**config.mk**
```make
export PLATFORM = sky130hd
export DESIGN_NAME = md_unit
export DESIGN_NICKNAME = d
export VERILOG_FILES = /design/src/source/md_pkg.sv /design/src/source/md_long_div.sv /design/src/source/md_mac_mult.sv /design/src/source/md_unit.sv
export VERILOG_INCLUDE_DIRS = /design/src /design/src/source
export SDC_FILE = /design/constraint.sdc
export NUM_CORES = 2
export LEC_CHECK = 0
export ABC_AREA = 1
export BUFFER_PORTS_ARGS = -buffer_cell sky130_fd_sc_hd__buf_2
export CORE_MARGIN = 1
export CORE_UTILIZATION = 57
export CTS_CLUSTER_DIAMETER = 60
export DETAILED_ROUTE_END_ITERATION = 8
export MAX_ROUTING_LAYER = met4
export PLACE_DENSITY = 0.75
export SYNTH_ARGS = -nofsm -noshare
export SYNTH_HDL_FRONTEND = slang
export SYNTH_SLANG_ARGS = --single-unit
```
**constraint.sdc**
```tcl
create_clock -name clk_i -period 14.27 [get_ports clk_i]
set_input_delay 0 -clock clk_i [delete_from_list [all_inputs] [get_ports clk_i]]
set_output_delay 0 -clock clk_i [all_outputs]
set_load 0.005 [all_outputs]
```
**src/source/md_consts.svh**
```systemverilog
/*
 * RV32M multiply/divide constants
 * Operand widths, accumulator size and divider step count
 */

`ifndef MD_CONSTS_SVH
`define MD_CONSTS_SVH

// Operand and result width
`define MD_XLEN 32
// Half width consumed by the MAC per step
`define MD_HALF 16
// Accumulator with room for sign and carry
`define MD_ACC_W 34
// Quotient bits produced by the long divider
`define MD_DIV_STEPS 32

`endif

```
**src/source/md_pkg.sv**
```systemverilog
/*
 * RV32M multiply/divide package
 * Request type, opcode and engine state encodings
 */

`include "md_consts.svh"

package md_pkg;

  // Requested operation
  typedef enum logic [1:0] {
    MD_OP_MUL,
    MD_OP_MULH,
    MD_OP_DIV,
    MD_OP_REM
  } md_op_e;

  // Bit 0 marks op_a signed, bit 1 marks op_b signed
  typedef struct packed {
    md_op_e              op;
    logic [1:0]          signed_mode;
    logic [`MD_XLEN-1:0] op_a;
    logic [`MD_XLEN-1:0] op_b;
  } md_req_t;

  // Partial product currently being accumulated
  typedef enum logic [1:0] {ALBL, ALBH, AHBL, AHBH} mult_state_e;

  typedef enum logic [2:0] {
    DIV_IDLE, DIV_ABS_A, DIV_ABS_B, DIV_COMP, DIV_LAST, DIV_CHANGE_SIGN, DIV_FINISH
  } div_state_e;

endpackage

```
**src/source/md_long_div.sv**
```systemverilog
/*
 * Radix-2 long divider for DIV and REM
 * Takes absolute values, runs compare-subtract steps and fixes the sign,
 * with an early exit on a zero divisor
 */

`timescale 1ns/1ps
`include "md_consts.svh"

module md_long_div (
  input  logic                clk_i,
  input  logic                rst_ni,
  input  logic                en_i,
  input  md_pkg::md_req_t     req_i,
  input  logic                ready_i,
  output logic [`MD_XLEN-1:0] result_o,
  output logic                valid_o
);

  logic                 is_div;
  logic                 b_is_zero;
  logic                 div_sign_a;
  logic                 div_sign_b;
  logic                 div_change_sign;
  logic                 rem_change_sign;
  logic                 is_greater_equal;
  logic                 div_hold;
  logic                 div_en_int;

  // Own subtractor, a - b with the borrow in the top bit
  logic [`MD_XLEN:0]    adder_op_a;
  logic [`MD_XLEN:0]    adder_op_b;
  logic [`MD_XLEN:0]    adder_res;

  logic [`MD_XLEN-1:0]  one_shift;
  logic [`MD_XLEN-1:0]  next_remainder;
  logic [`MD_XLEN-1:0]  next_quotient;

  logic [`MD_XLEN-1:0]  numer_q;
  logic [`MD_XLEN-1:0]  numer_d;
  logic [`MD_XLEN-1:0]  denom_q;
  logic [`MD_XLEN-1:0]  denom_d;
  logic [`MD_XLEN-1:0]  quot_q;
  logic [`MD_XLEN-1:0]  quot_d;
  logic [`MD_XLEN-1:0]  rem_q;
  logic [`MD_XLEN-1:0]  rem_d;
  logic [4:0]           cnt_q;
  logic [4:0]           cnt_d;
  logic                 div_by_zero_q;
  logic                 div_by_zero_d;
  md_pkg::div_state_e   state_q;
  md_pkg::div_state_e   state_d;

  assign is_div     = (req_i.op == md_pkg::MD_OP_DIV);
  assign b_is_zero  = (req_i.op_b == '0);
  assign div_en_int = en_i & ~div_hold;

  assign div_sign_a      = req_i.op_a[`MD_XLEN-1] & req_i.signed_mode[0];
  assign div_sign_b      = req_i.op_b[`MD_XLEN-1] & req_i.signed_mode[1];
  assign div_change_sign = (div_sign_a ^ div_sign_b) & ~div_by_zero_q;
  // Remainder takes the sign of the dividend
  assign rem_change_sign = div_sign_a;

  assign adder_res = adder_op_a - adder_op_b;

  // Both magnitudes are unsigned here, no borrow means remainder >= divisor
  assign is_greater_equal = ~adder_res[`MD_XLEN];

  assign one_shift      = `MD_XLEN'(1) << cnt_q;
  assign next_remainder = is_greater_equal ? adder_res[`MD_XLEN-1:0] : rem_q;
  assign next_quotient  = is_greater_equal ? (quot_q | one_shift) : quot_q;

  always_comb begin
    cnt_d         = cnt_q - 5'd1;
    numer_d       = numer_q;
    denom_d       = denom_q;
    quot_d        = quot_q;
    rem_d         = rem_q;
    div_by_zero_d = div_by_zero_q;
    state_d       = state_q;
    adder_op_a    = '0;
    adder_op_b    = {1'b0, req_i.op_b};
    valid_o       = 1'b0;
    div_hold      = 1'b0;

    unique case (state_q)
      md_pkg::DIV_IDLE: begin
        // Preload the RISC-V divide-by-zero result
        rem_d         = is_div ? '1 : req_i.op_a;
        div_by_zero_d = b_is_zero;
        state_d       = b_is_zero ? md_pkg::DIV_FINISH : md_pkg::DIV_ABS_A;
        cnt_d         = 5'(`MD_DIV_STEPS - 1);
      end

      md_pkg::DIV_ABS_A: begin
        // |a| = 0 - a
        adder_op_b = {1'b0, req_i.op_a};
        quot_d     = '0;
        numer_d    = div_sign_a ? adder_res[`MD_XLEN-1:0] : req_i.op_a;
        cnt_d      = 5'(`MD_DIV_STEPS - 1);
        state_d    = md_pkg::DIV_ABS_B;
      end

      md_pkg::DIV_ABS_B: begin
        // |b| = 0 - b, first numerator bit enters the remainder
        denom_d = div_sign_b ? adder_res[`MD_XLEN-1:0] : req_i.op_b;
        rem_d   = {{(`MD_XLEN-1){1'b0}}, numer_q[`MD_XLEN-1]};
        cnt_d   = 5'(`MD_DIV_STEPS - 1);
        state_d = md_pkg::DIV_COMP;
      end

      md_pkg::DIV_COMP: begin
        adder_op_a = {1'b0, rem_q};
        adder_op_b = {1'b0, denom_q};
        // Next remainder is below the divisor, so its top bit is always clear
        rem_d      = {next_remainder[`MD_XLEN-2:0], numer_q[cnt_d]};
        quot_d     = next_quotient;
        state_d    = (cnt_q == 5'd1) ? md_pkg::DIV_LAST : md_pkg::DIV_COMP;
      end

      md_pkg::DIV_LAST: begin
        // Final quotient bit, keep only the value the opcode asks for
        adder_op_a = {1'b0, rem_q};
        adder_op_b = {1'b0, denom_q};
        rem_d      = is_div ? next_quotient : next_remainder;
        state_d    = md_pkg::DIV_CHANGE_SIGN;
      end

      md_pkg::DIV_CHANGE_SIGN: begin
        adder_op_b = {1'b0, rem_q};
        if (is_div) begin
          rem_d = div_change_sign ? adder_res[`MD_XLEN-1:0] : rem_q;
        end else begin
          rem_d = rem_change_sign ? adder_res[`MD_XLEN-1:0] : rem_q;
        end
        state_d = md_pkg::DIV_FINISH;
      end

      md_pkg::DIV_FINISH: begin
        // Result waits here until the consumer takes it
        valid_o  = 1'b1;
        div_hold = ~ready_i;
        state_d  = md_pkg::DIV_IDLE;
      end

      default: begin
        state_d = md_pkg::DIV_IDLE;
      end
    endcase
  end

  always_ff @(posedge clk_i or negedge rst_ni) begin
    if (!rst_ni) begin
      state_q       <= md_pkg::DIV_IDLE;
      cnt_q         <= '0;
      numer_q       <= '0;
      denom_q       <= '0;
      quot_q        <= '0;
      rem_q         <= '0;
      div_by_zero_q <= 1'b0;
    end else if (div_en_int) begin
      state_q       <= state_d;
      cnt_q         <= cnt_d;
      numer_q       <= numer_d;
      denom_q       <= denom_d;
      quot_q        <= quot_d;
      rem_q         <= rem_d;
      div_by_zero_q <= div_by_zero_d;
    end
  end

  assign result_o = rem_q;

  a_div_state_valid: assert property (
    @(posedge clk_i) disable iff (!rst_ni)
    state_q inside {md_pkg::DIV_IDLE, md_pkg::DIV_ABS_A, md_pkg::DIV_ABS_B,
                    md_pkg::DIV_COMP, md_pkg::DIV_LAST, md_pkg::DIV_CHANGE_SIGN,
                    md_pkg::DIV_FINISH}
  ) else $error("divider state outside encoding");

endmodule

```
**src/source/md_mac_mult.sv**
```systemverilog
/*
 * Iterative 16x16 MAC multiplier
 * Walks al*bl, al*bh, ah*bl and ah*bh through one 17x17 signed multiplier,
 * MUL finishes in three cycles and MULH in four
 */

`timescale 1ns/1ps
`include "md_consts.svh"

module md_mac_mult (
  input  logic                clk_i,
  input  logic                rst_ni,
  input  logic                en_i,
  input  md_pkg::md_req_t     req_i,
  input  logic                ready_i,
  output logic [`MD_XLEN-1:0] result_o,
  output logic                valid_o
);

  logic [`MD_HALF-1:0]  mult_op_a;
  logic [`MD_HALF-1:0]  mult_op_b;
  logic                 sign_a;
  logic                 sign_b;
  logic                 signed_mult;
  logic                 is_mul;
  logic                 mult_hold;
  logic                 mult_en_int;
  logic [`MD_ACC_W-1:0] accum;
  logic [`MD_ACC_W-1:0] accum_q;
  logic [`MD_ACC_W-1:0] mac_res;
  logic [`MD_ACC_W-1:0] mac_res_d;
  md_pkg::mult_state_e  state_q;
  md_pkg::mult_state_e  state_d;

  assign is_mul      = (req_i.op == md_pkg::MD_OP_MUL);
  assign signed_mult = |req_i.signed_mode;
  assign mult_en_int = en_i & ~mult_hold;

  // Single signed 17x17 product plus addend, result fits the accumulator exactly
  assign mac_res = $signed({sign_a, mult_op_a}) * $signed({sign_b, mult_op_b})
                   + $signed(accum);

  always_comb begin
    mult_op_a = req_i.op_a[`MD_HALF-1:0];
    mult_op_b = req_i.op_b[`MD_HALF-1:0];
    sign_a    = 1'b0;
    sign_b    = 1'b0;
    accum     = accum_q;
    mac_res_d = mac_res;
    state_d   = state_q;
    valid_o   = 1'b0;
    mult_hold = 1'b0;

    unique case (state_q)
      md_pkg::ALBL: begin
        // al*bl, always unsigned
        accum   = '0;
        state_d = md_pkg::ALBH;
      end

      md_pkg::ALBH: begin
        // al*bh, shifted down by the low half of al*bl
        mult_op_b = req_i.op_b[`MD_XLEN-1:`MD_HALF];
        sign_b    = req_i.signed_mode[1] & req_i.op_b[`MD_XLEN-1];
        accum     = {{(`MD_ACC_W-`MD_HALF){1'b0}}, accum_q[`MD_XLEN-1:`MD_HALF]};
        if (is_mul) begin
          // Keep the finished low half of al*bl below the new sum
          mac_res_d = {{(`MD_ACC_W-`MD_XLEN){1'b0}}, mac_res[`MD_HALF-1:0],
                       accum_q[`MD_HALF-1:0]};
        end
        state_d = md_pkg::AHBL;
      end

      md_pkg::AHBL: begin
        // ah*bl
        mult_op_a = req_i.op_a[`MD_XLEN-1:`MD_HALF];
        sign_a    = req_i.signed_mode[0] & req_i.op_a[`MD_XLEN-1];
        if (is_mul) begin
          accum     = {{(`MD_ACC_W-`MD_HALF){1'b0}}, accum_q[`MD_XLEN-1:`MD_HALF]};
          mac_res_d = {{(`MD_ACC_W-`MD_XLEN){1'b0}}, mac_res[`MD_HALF-1:0],
                       accum_q[`MD_HALF-1:0]};
          valid_o   = 1'b1;
          // Stays here while the consumer stalls
          mult_hold = ~ready_i;
          state_d   = md_pkg::ALBL;
        end else begin
          state_d = md_pkg::AHBH;
        end
      end

      md_pkg::AHBH: begin
        // ah*bh, only reached for MULH
        mult_op_a = req_i.op_a[`MD_XLEN-1:`MD_HALF];
        mult_op_b = req_i.op_b[`MD_XLEN-1:`MD_HALF];
        sign_a    = req_i.signed_mode[0] & req_i.op_a[`MD_XLEN-1];
        sign_b    = req_i.signed_mode[1] & req_i.op_b[`MD_XLEN-1];
        // Partial sum is signed unless both operands are unsigned
        accum     = {{`MD_HALF{signed_mult & accum_q[`MD_ACC_W-1]}},
                     accum_q[`MD_ACC_W-1:`MD_HALF]};
        valid_o   = 1'b1;
        mult_hold = ~ready_i;
        state_d   = md_pkg::ALBL;
      end

      default: begin
        state_d = md_pkg::ALBL;
      end
    endcase
  end

  always_ff @(posedge clk_i or negedge rst_ni) begin
    if (!rst_ni) begin
      state_q <= md_pkg::ALBL;
      accum_q <= '0;
    end else if (mult_en_int) begin
      state_q <= state_d;
      accum_q <= mac_res_d;
    end
  end

  // Upper half of the MULH result or the full MUL word
  assign result_o = mac_res_d[`MD_XLEN-1:0];

  a_mult_state_known: assert property (
    @(posedge clk_i) disable iff (!rst_ni) !$isunknown(state_q)
  ) else $error("multiplier state is unknown");

endmodule

```
**src/source/md_unit.sv**
```systemverilog
/*
 * RV32M multiply/divide unit
 * Routes each request to the MAC multiplier or the long divider
 */

`timescale 1ns/1ps
`include "md_consts.svh"

module md_unit (
  input  logic                clk_i,
  input  logic                rst_ni,
  input  logic                en_i,
  input  md_pkg::md_req_t     req_i,
  input  logic                ready_i,
  output logic [`MD_XLEN-1:0] result_o,
  output logic                valid_o
);

  logic                mult_sel;
  logic                div_sel;
  logic                mult_valid;
  logic                div_valid;
  logic [`MD_XLEN-1:0] mult_result;
  logic [`MD_XLEN-1:0] div_result;

  // Opcode class picks the engine
  assign mult_sel = req_i.op inside {md_pkg::MD_OP_MUL, md_pkg::MD_OP_MULH};
  assign div_sel  = req_i.op inside {md_pkg::MD_OP_DIV, md_pkg::MD_OP_REM};

  md_mac_mult i_md_mac_mult (
    .clk_i    (clk_i),
    .rst_ni   (rst_ni),
    .en_i     (en_i & mult_sel),
    .req_i    (req_i),
    .ready_i  (ready_i),
    .result_o (mult_result),
    .valid_o  (mult_valid)
  );

  md_long_div i_md_long_div (
    .clk_i    (clk_i),
    .rst_ni   (rst_ni),
    .en_i     (en_i & div_sel),
    .req_i    (req_i),
    .ready_i  (ready_i),
    .result_o (div_result),
    .valid_o  (div_valid)
  );

  assign valid_o  = mult_valid | div_valid;
  assign result_o = div_sel ? div_result : mult_result;

  // At most one engine ever presents a result
  a_single_valid: assert property (
    @(posedge clk_i) disable iff (!rst_ni) !(mult_valid && div_valid)
  ) else $error("both engines valid");

  // A stalled result stays put until it is taken
  a_hold_result: assert property (
    @(posedge clk_i) disable iff (!rst_ni)
    valid_o && !ready_i |=> valid_o && $stable(result_o)
  ) else $error("result changed under back-pressure");

endmodule

```
Word level (Yosys, flattened, before mapping)

Index checks and enable logic that the tools add are counted.

Bits in registers: 173
Input port bits: 72
Output and inout bits: 33

Add/sub/neg operators: 3
Multipliers: 1
Order comparisons: 1
Equal/unequal tests: 16
Shift-type cells: 1
Multiplexer cells: 36
Bitwise logic cells: 15
Reductions and logical operators: 20

Operators by type and width:

| kind                                                        | number |
|---|---|
| two-way mux 32 bit                                          | 11 |
| one-hot mux 32 bit (5 select lines)                         | 1 |
| one-hot mux 34 bit (4 select lines)                         | 1 |
| two-way mux 34 bit                                          | 3 |
| one-hot mux 32 bit (3 select lines)                         | 1 |
| one-hot mux 32 bit (2 select lines)                         | 1 |
| adder 34 bit                                                | 1 |
| multiplier 17 x 17 -> 34 bit                                | 1 |
| subtractor 32 x 32 -> 33 bit                                | 1 |
| zero test 32 bit                                            | 1 |
| two-way mux 16 bit                                          | 2 |
| bitwise OR 32 bit                                           | 1 |
| << shifter 1 x 5 -> 32 bit (first input constant)           | 1 |
| one-hot mux 3 bit (6 select lines)                          | 1 |
| OR reduction 2 bit                                          | 5 |
| equality test 3 bit (second input constant)                 | 3 |
| bitwise AND 1 bit                                           | 8 |
| equality test 2 bit (second input constant)                 | 4 |
| one-hot mux 2 bit (4 select lines)                          | 1 |
| AND reduction 2 bit                                         | 4 |
| two-way mux 1 bit                                           | 7 |
| equality test 3 x 2 -> 1 bit (second input constant)        | 2 |
| less-than comparator 5 x 6 -> 1 bit (second input constant) | 1 |
| two-way mux 3 bit                                           | 2 |
| other kinds (21)                                            | 29 |

Longest topological paths before layout

Depth in word-level cells: 8
Mapped depth: 37
Gate-level depth less buffers: 34

By module

From an unflattened synthesis, not the netlist that was laid out.

Cells, all modules: 4287
Area total of the unflattened synthesis: 28843.9 µm²

Modules (own cells, without submodules):

| module      | times used | cells each | area each (µm²) | seq. area each (µm²) |
|---|---|---|---|---|
| md_mac_mult | 1          | 2130       | 15926.5         | 900.9 |
| md_long_div | 1          | 2048       | 12421.9         | 3428.3 |
| md_unit     | 1          | 109        | 495.5           | 0.0 |

Worst setup path after synthesis

Ideal clock, no wire load.

Kind: flip-flop to flip-flop
Start point: reg i_md_mac_mult.state_q[0]
End point: reg i_md_mac_mult.accum_q[26]
Arrival: 6901 ps
Path slack: 7253 ps
Cell stages (with the launch flop): 33
Path buffers: 2
Clock period less this slack: 7017 ps
Path through: dfrtp_1 > clkbuf_1 > clkbuf_1 > inv_1 > ha_1 > nor2_1 > nor2_1 > inv_1 > nor2_1 > inv_1 > fa_1 > inv_1 > fa_1 > fa_1 > inv_1 > fa_1 > inv_1 > fa_1 > inv_1 > fa_1 > inv_1 > ha_1 > nand2_1 > inv_1 > a21boi_0 > nand2_1 > nand2_1 > nand3_1 > or2_2 > nand3_1 > o21ai_0 > nand2_1 > nand2_1

Word-level cells in the longest chain between the ends: 7

Ends and longest elaborated chain:

| what                                                                       | RTL line                             | text |
|---|---|---|
| start: declaration                                                         | md_mac_mult.sv:32                    | `md_pkg::mult_state_e state_q;` |
| start signal: assignment                                                   | md_mac_mult.sv:113                   | `state_q <= md_pkg::ALBL;` |
| start signal: assignment                                                   | md_mac_mult.sv:116                   | `state_q <= state_d;` |
| equality test 2 bit / equality test 2 x 1 -> 1 bit (equally long branches) | md_mac_mult.sv:54                    | `unique case (state_q)` |
| OR reduction 2 bit (no source line)                                        | n/a                                  |  |
| two-way mux 16 bit / two-way mux 1 bit (equally long branches)             | n/a                                  |  |
| multiplier 17 x 17 -> 34 bit                                               | md_mac_mult.sv:40                    | `assign mac_res = $signed({sign_a, mult_op_a}) * $signed({sign_b, mult_op_b})` |
| adder 34 bit                                                               | md_mac_mult.sv:41                    | `+ $signed(accum);` |
| two-way mux 34 bit                                                         | md_mac_mult.sv:66, md_mac_mult.sv:78 |  |
| two-way mux 34 bit                                                         | n/a                                  |  |
| end signal: assignment                                                     | md_mac_mult.sv:117                   | `accum_q <= mac_res_d;` |
| end: declaration                                                           | md_mac_mult.sv:29                    | `` logic [`MD_ACC_W-1:0] accum_q; `` |

Several ways; a longest one is shown, not always the timed one.
A chain may end at the register's enable or synchronous reset.

Worst setup path in the final report

Start point: reg i_md_mac_mult.state_q[0]
End point: out result_o[30]

Word-level cells in the longest chain between the ends: 8

Ends and longest elaborated chain:

| what                                                                       | RTL line                             | text |
|---|---|---|
| equality test 2 bit / equality test 2 x 1 -> 1 bit (equally long branches) | md_mac_mult.sv:54                    |  |
| OR reduction 2 bit (no source line)                                        | n/a                                  |  |
| two-way mux 16 bit / two-way mux 1 bit (equally long branches)             | n/a                                  |  |
| multiplier 17 x 17 -> 34 bit                                               | md_mac_mult.sv:40                    |  |
| adder 34 bit                                                               | md_mac_mult.sv:41                    |  |
| two-way mux 34 bit                                                         | md_mac_mult.sv:66, md_mac_mult.sv:78 |  |
| two-way mux 34 bit *                                                       | n/a                                  |  |
| two-way mux 32 bit *                                                       | md_unit.sv:51                        | `assign result_o = div_sel ? div_result : mult_result;` |
| end: declaration                                                           | md_unit.sv:15                        | `` output logic [`MD_XLEN-1:0] result_o, `` |

Every way passes the cells marked *; elsewhere a longest branch is shown, timed or not.

==> run_results.csv <==
group,metric,value,unit
clock_tree,ctsHtreeMaxLevel,4,
global_route,met2_usage,0.7178,
critical_path,crit_fanout,36,
routing,ant_nets,0,
logic_synthesis,synth_edf_count,0,
critical_path,cp-start-kind,"flip-flop",
routing,vias_per_cell,5.895,
logic_synthesis,async_reset_ff_frac,1.000,
finish,finish.utilization,0.6254,
logic_synthesis,netlist-cell-type-count,49,
placed_design,dp_hpwl,86.57,mm
timing,fin_skew,0.01536,ns
run_status,outcome,"finished with violations",
routing,via_count,27300,
global_route,use_met1,0.5124,
finish,design_area,29300,µm²
global_route,grt_remaining_overflow,0,
clock_tree,path_clk_slew,0.07,ns
clock_tree,cts_made_buffers,17,
die,die_y,220.8,µm
routing,drc,2,
critical_path,cp-startpoint,"i_md_mac_mult.state_q[0]$_DFFE_PN0P_",
run_status,violations,"design-rule violations",
logic_synthesis,seq_area_frac_synth,0.1587,
global_route,met3_usage,0.09759,
die,rows,79,
critical_path,slowest_stage,"dfrtp_1",
logic_synthesis,synth_top_cell_by_area,"fa_1",
timing,finalSetupTns,0,ns
global_route,antenna_found_initial,0,
logic_synthesis,yosysWarnings,0,
placed_design,io_buffer_count,104,
placed_design,place_area,28430,µm²
worst_hold_path,hold_start,"req_i[32]",
critical_path,worstSetupPathType,"reg2out",
global_route,grt_pass1_vias,26660,
routing,dr.pass1.iters,9,
global_route,track_usage,0.4663,
clock_tree,clock_insertion_delay_worst_skew,0.47,ns
clock_tree,clockBufferDepth,2,
timing,finalHoldViolCount,0,
logic_synthesis,synthTopCellsByArea,"fa_1 (25%), dfrtp_1 (16%), nand2_1 (13%)",
routing,routedWlPerCell,23.43,µm
timing,min_period,9.462,ns
global_route,grt_busiest_layer,"met2",
logic_synthesis,synthesis.area,27280,µm²
finish,layout-drive-gt1-share,0.06040,
clock_tree,cts_sinks,173,
critical_path,critPathCaptureType,"output pin",
timing,max_clock_freq,0.1057,GHz
logic_synthesis,synth_fp_nets,4503,
logic_synthesis,synth-seq-cells,173,
job,max_cap_violations,0,
critical_path,cp.arrival,9.46,ns
timing,maxSlewHeadroom,0.1369,
global_route,grt_pass1_wl,159.7,mm
logic_synthesis,syn_area_per_cell,6.911,µm²
routing,wl,108.5,mm
critical_path,critPathRequiredTime,14.27,ns
logic_synthesis,synth_top_area_frac,0.2495,
die,io_pins,105,
finish,area_growth,7.392,%
clock_tree,cts_root_buf,"clkbuf_16",
timing,worst_pin_slew,1.285,ns
clock_tree,cts_resized,0,
finish,nets,4565,
worst_hold_path,holdCritPathClass,"in2reg",
global_route,grt_max_degree,111,
routing,drtIter0Drc,2992,
clock_tree,cts_tree,"built",
critical_path,r2r-start,"i_md_mac_mult.state_q[0]$_DFFE_PN0P_",
logic_synthesis,syn_inst,3948,
die,core,46850,µm²
logic_synthesis,ys.flop_type,"dfrtp_1",
placed_design,gp_congestion,1.069,
timing,grt_setup_unrepaired,"no",
die,start_util,0.5824,
timing,min_period_over_period,0.6631,
die,die_x,220.8,µm
timing,setup_slack,4.808,ns
timing,setup_viol_count_final,0,
placed_design,place_ws,5.365,ns
critical_path,cpPeakStageDelay,1.04,ns
timing,drv_slew,0,
die,die_area,48750,µm²
## cell families after synthesis
family | synth area share
mux | 0.002889
simple gates | 0.2372
xor+xnor | 0.01412
buf+inv | 0.1372
compound gates | 0.1348
flops | 0.1587
fa+ha+maj | 0.3150
## worst max-delay path, delay by kind of cell, from the launching register on
family	cells	cell delay [ns]
adders and majority gates	9	2.97
AOI/OAI and AO/OA	3	1.62
buffers and inverters	8	1.46
xor gates and xnor gates	1	0.46
DFF	1	1.04
and+or+nand+nor	9	1.40
## metrics by stage
stage | std cells | hold slack, ns
2_1_floorplan | 3948 | -0.2956
6_report | 4631 | 0.003420
3_5_place_dp | 4572 | 0.1963
5_1_grt | 4630 | 0.02785
4_1_cts | 4630 | 0.0004893
3_3_place_gp | 4572 | 0.2011
## routing by layer
layer | vias to the layer above | wire length [µm]
met5 | - | 0
met3 | 574 | 10630
met1 | 12780 | 36970
li1 | 12330 | -
met4 | 0 | 11380
met2 | 1609 | 49510
## Yosys cell counts (4+ instances only)
library cell and count:
nand2_1 953, inv_1 812, nor2_1 361, fa_1 340, o21ai_0 256, nand3_1 190
a21oi_1 183, dfrtp_1 173, ha_1 143, clkbuf_1 114, o21ai_1 51, o22ai_1 39
o211ai_1 33, a211oi_1 32, nor3_1 31, a31oi_1 24, xor2_1 24, nand4_1 22
xnor2_1 20, inv_2 15, a22oi_1 14, clkinv_1 13, o21bai_1 13, nor4_1 12
buf_1 9, buf_2 8, buf_4 7, mux2_2 7, or2_2 7, a21o_1 4
nand2_2 4, o21a_1 4
## flip-flops by register name, summed over array words and instances, names as in the netlist
name	flops
i_md_long_div.cnt_q	5
i_md_long_div.state_q	3
i_md_long_div.numer_q	32
i_md_long_div.quot_q	32
i_md_long_div.result_o	32
i_md_mac_mult.state_q	2
i_md_long_div.div_by_zero_q	1
i_md_mac_mult.accum_q	34
i_md_long_div.denom_q	32
## path summary, 6_finish.rpt
check                           slack, ns  cells after the start                                     end
worst max-delay path                 4.81                     30                            result_o[30]
worst min register to register       0.48                      2  i_md_long_div.result_o[26]$_DFFE_PN0P_
worst max register to register       5.50                     29   i_md_mac_mult.accum_q[30]$_DFFE_PN0P_
worst min-delay path                0.003                      5   i_md_long_div.result_o[0]$_DFFE_PN0P_
min in group asynchronous            0.23                      2    i_md_long_div.quot_q[27]$_DFFE_PN0P_
max in group asynchronous           12.53                      3   i_md_long_div.denom_q[11]$_DFFE_PN0P_
## placed cells by master, fill, tap and decap left out, types with 17 or more instances in the layout
cell type	n
o22ai_1	39
nand2_1	953
xnor2_1	20
o211ai_1	33
nor3_1	30
clkbuf_16	17
nand3_1	190
fa_1	340
o21ai_1	49
ha_1	143
a211oi_1	32
a21oi_1	182
buf_4	54
dlygate4sd3_1	26
dfrtp_1	173
buf_2	103
xor2_1	24
a31oi_1	24
nor2_1	358
inv_1	812
o21ai_0	252
nand4_1	22
## area by class of cell
| class | instances | area (µm²) |
|---|---|---|
| Clock buffer | 17 | 425.4 |
| Tap cell | 607 | 759.5 |
| Timing Repair Buffer | 184 | 1195 |
| Sequential cell | 173 | 4329 |
| Multi-Input combinational cell | 2794 | 19250 |
| Antenna cell | 1 | 2.502 |
| Inverter | 840 | 3153 |
| Fill cell | 4465 | 17550 |
| Clock inverter | 15 | 187.7 |
## repair_timing
action	in CTS	in global routing
buffers inserted	0	0
hold buffers	26	0
endpoints found under the hold margin	135	0
Power is left out: the tool's default activity adds up to more than one toggle a clock period on the data nets, which glitch-free logic cannot reach.
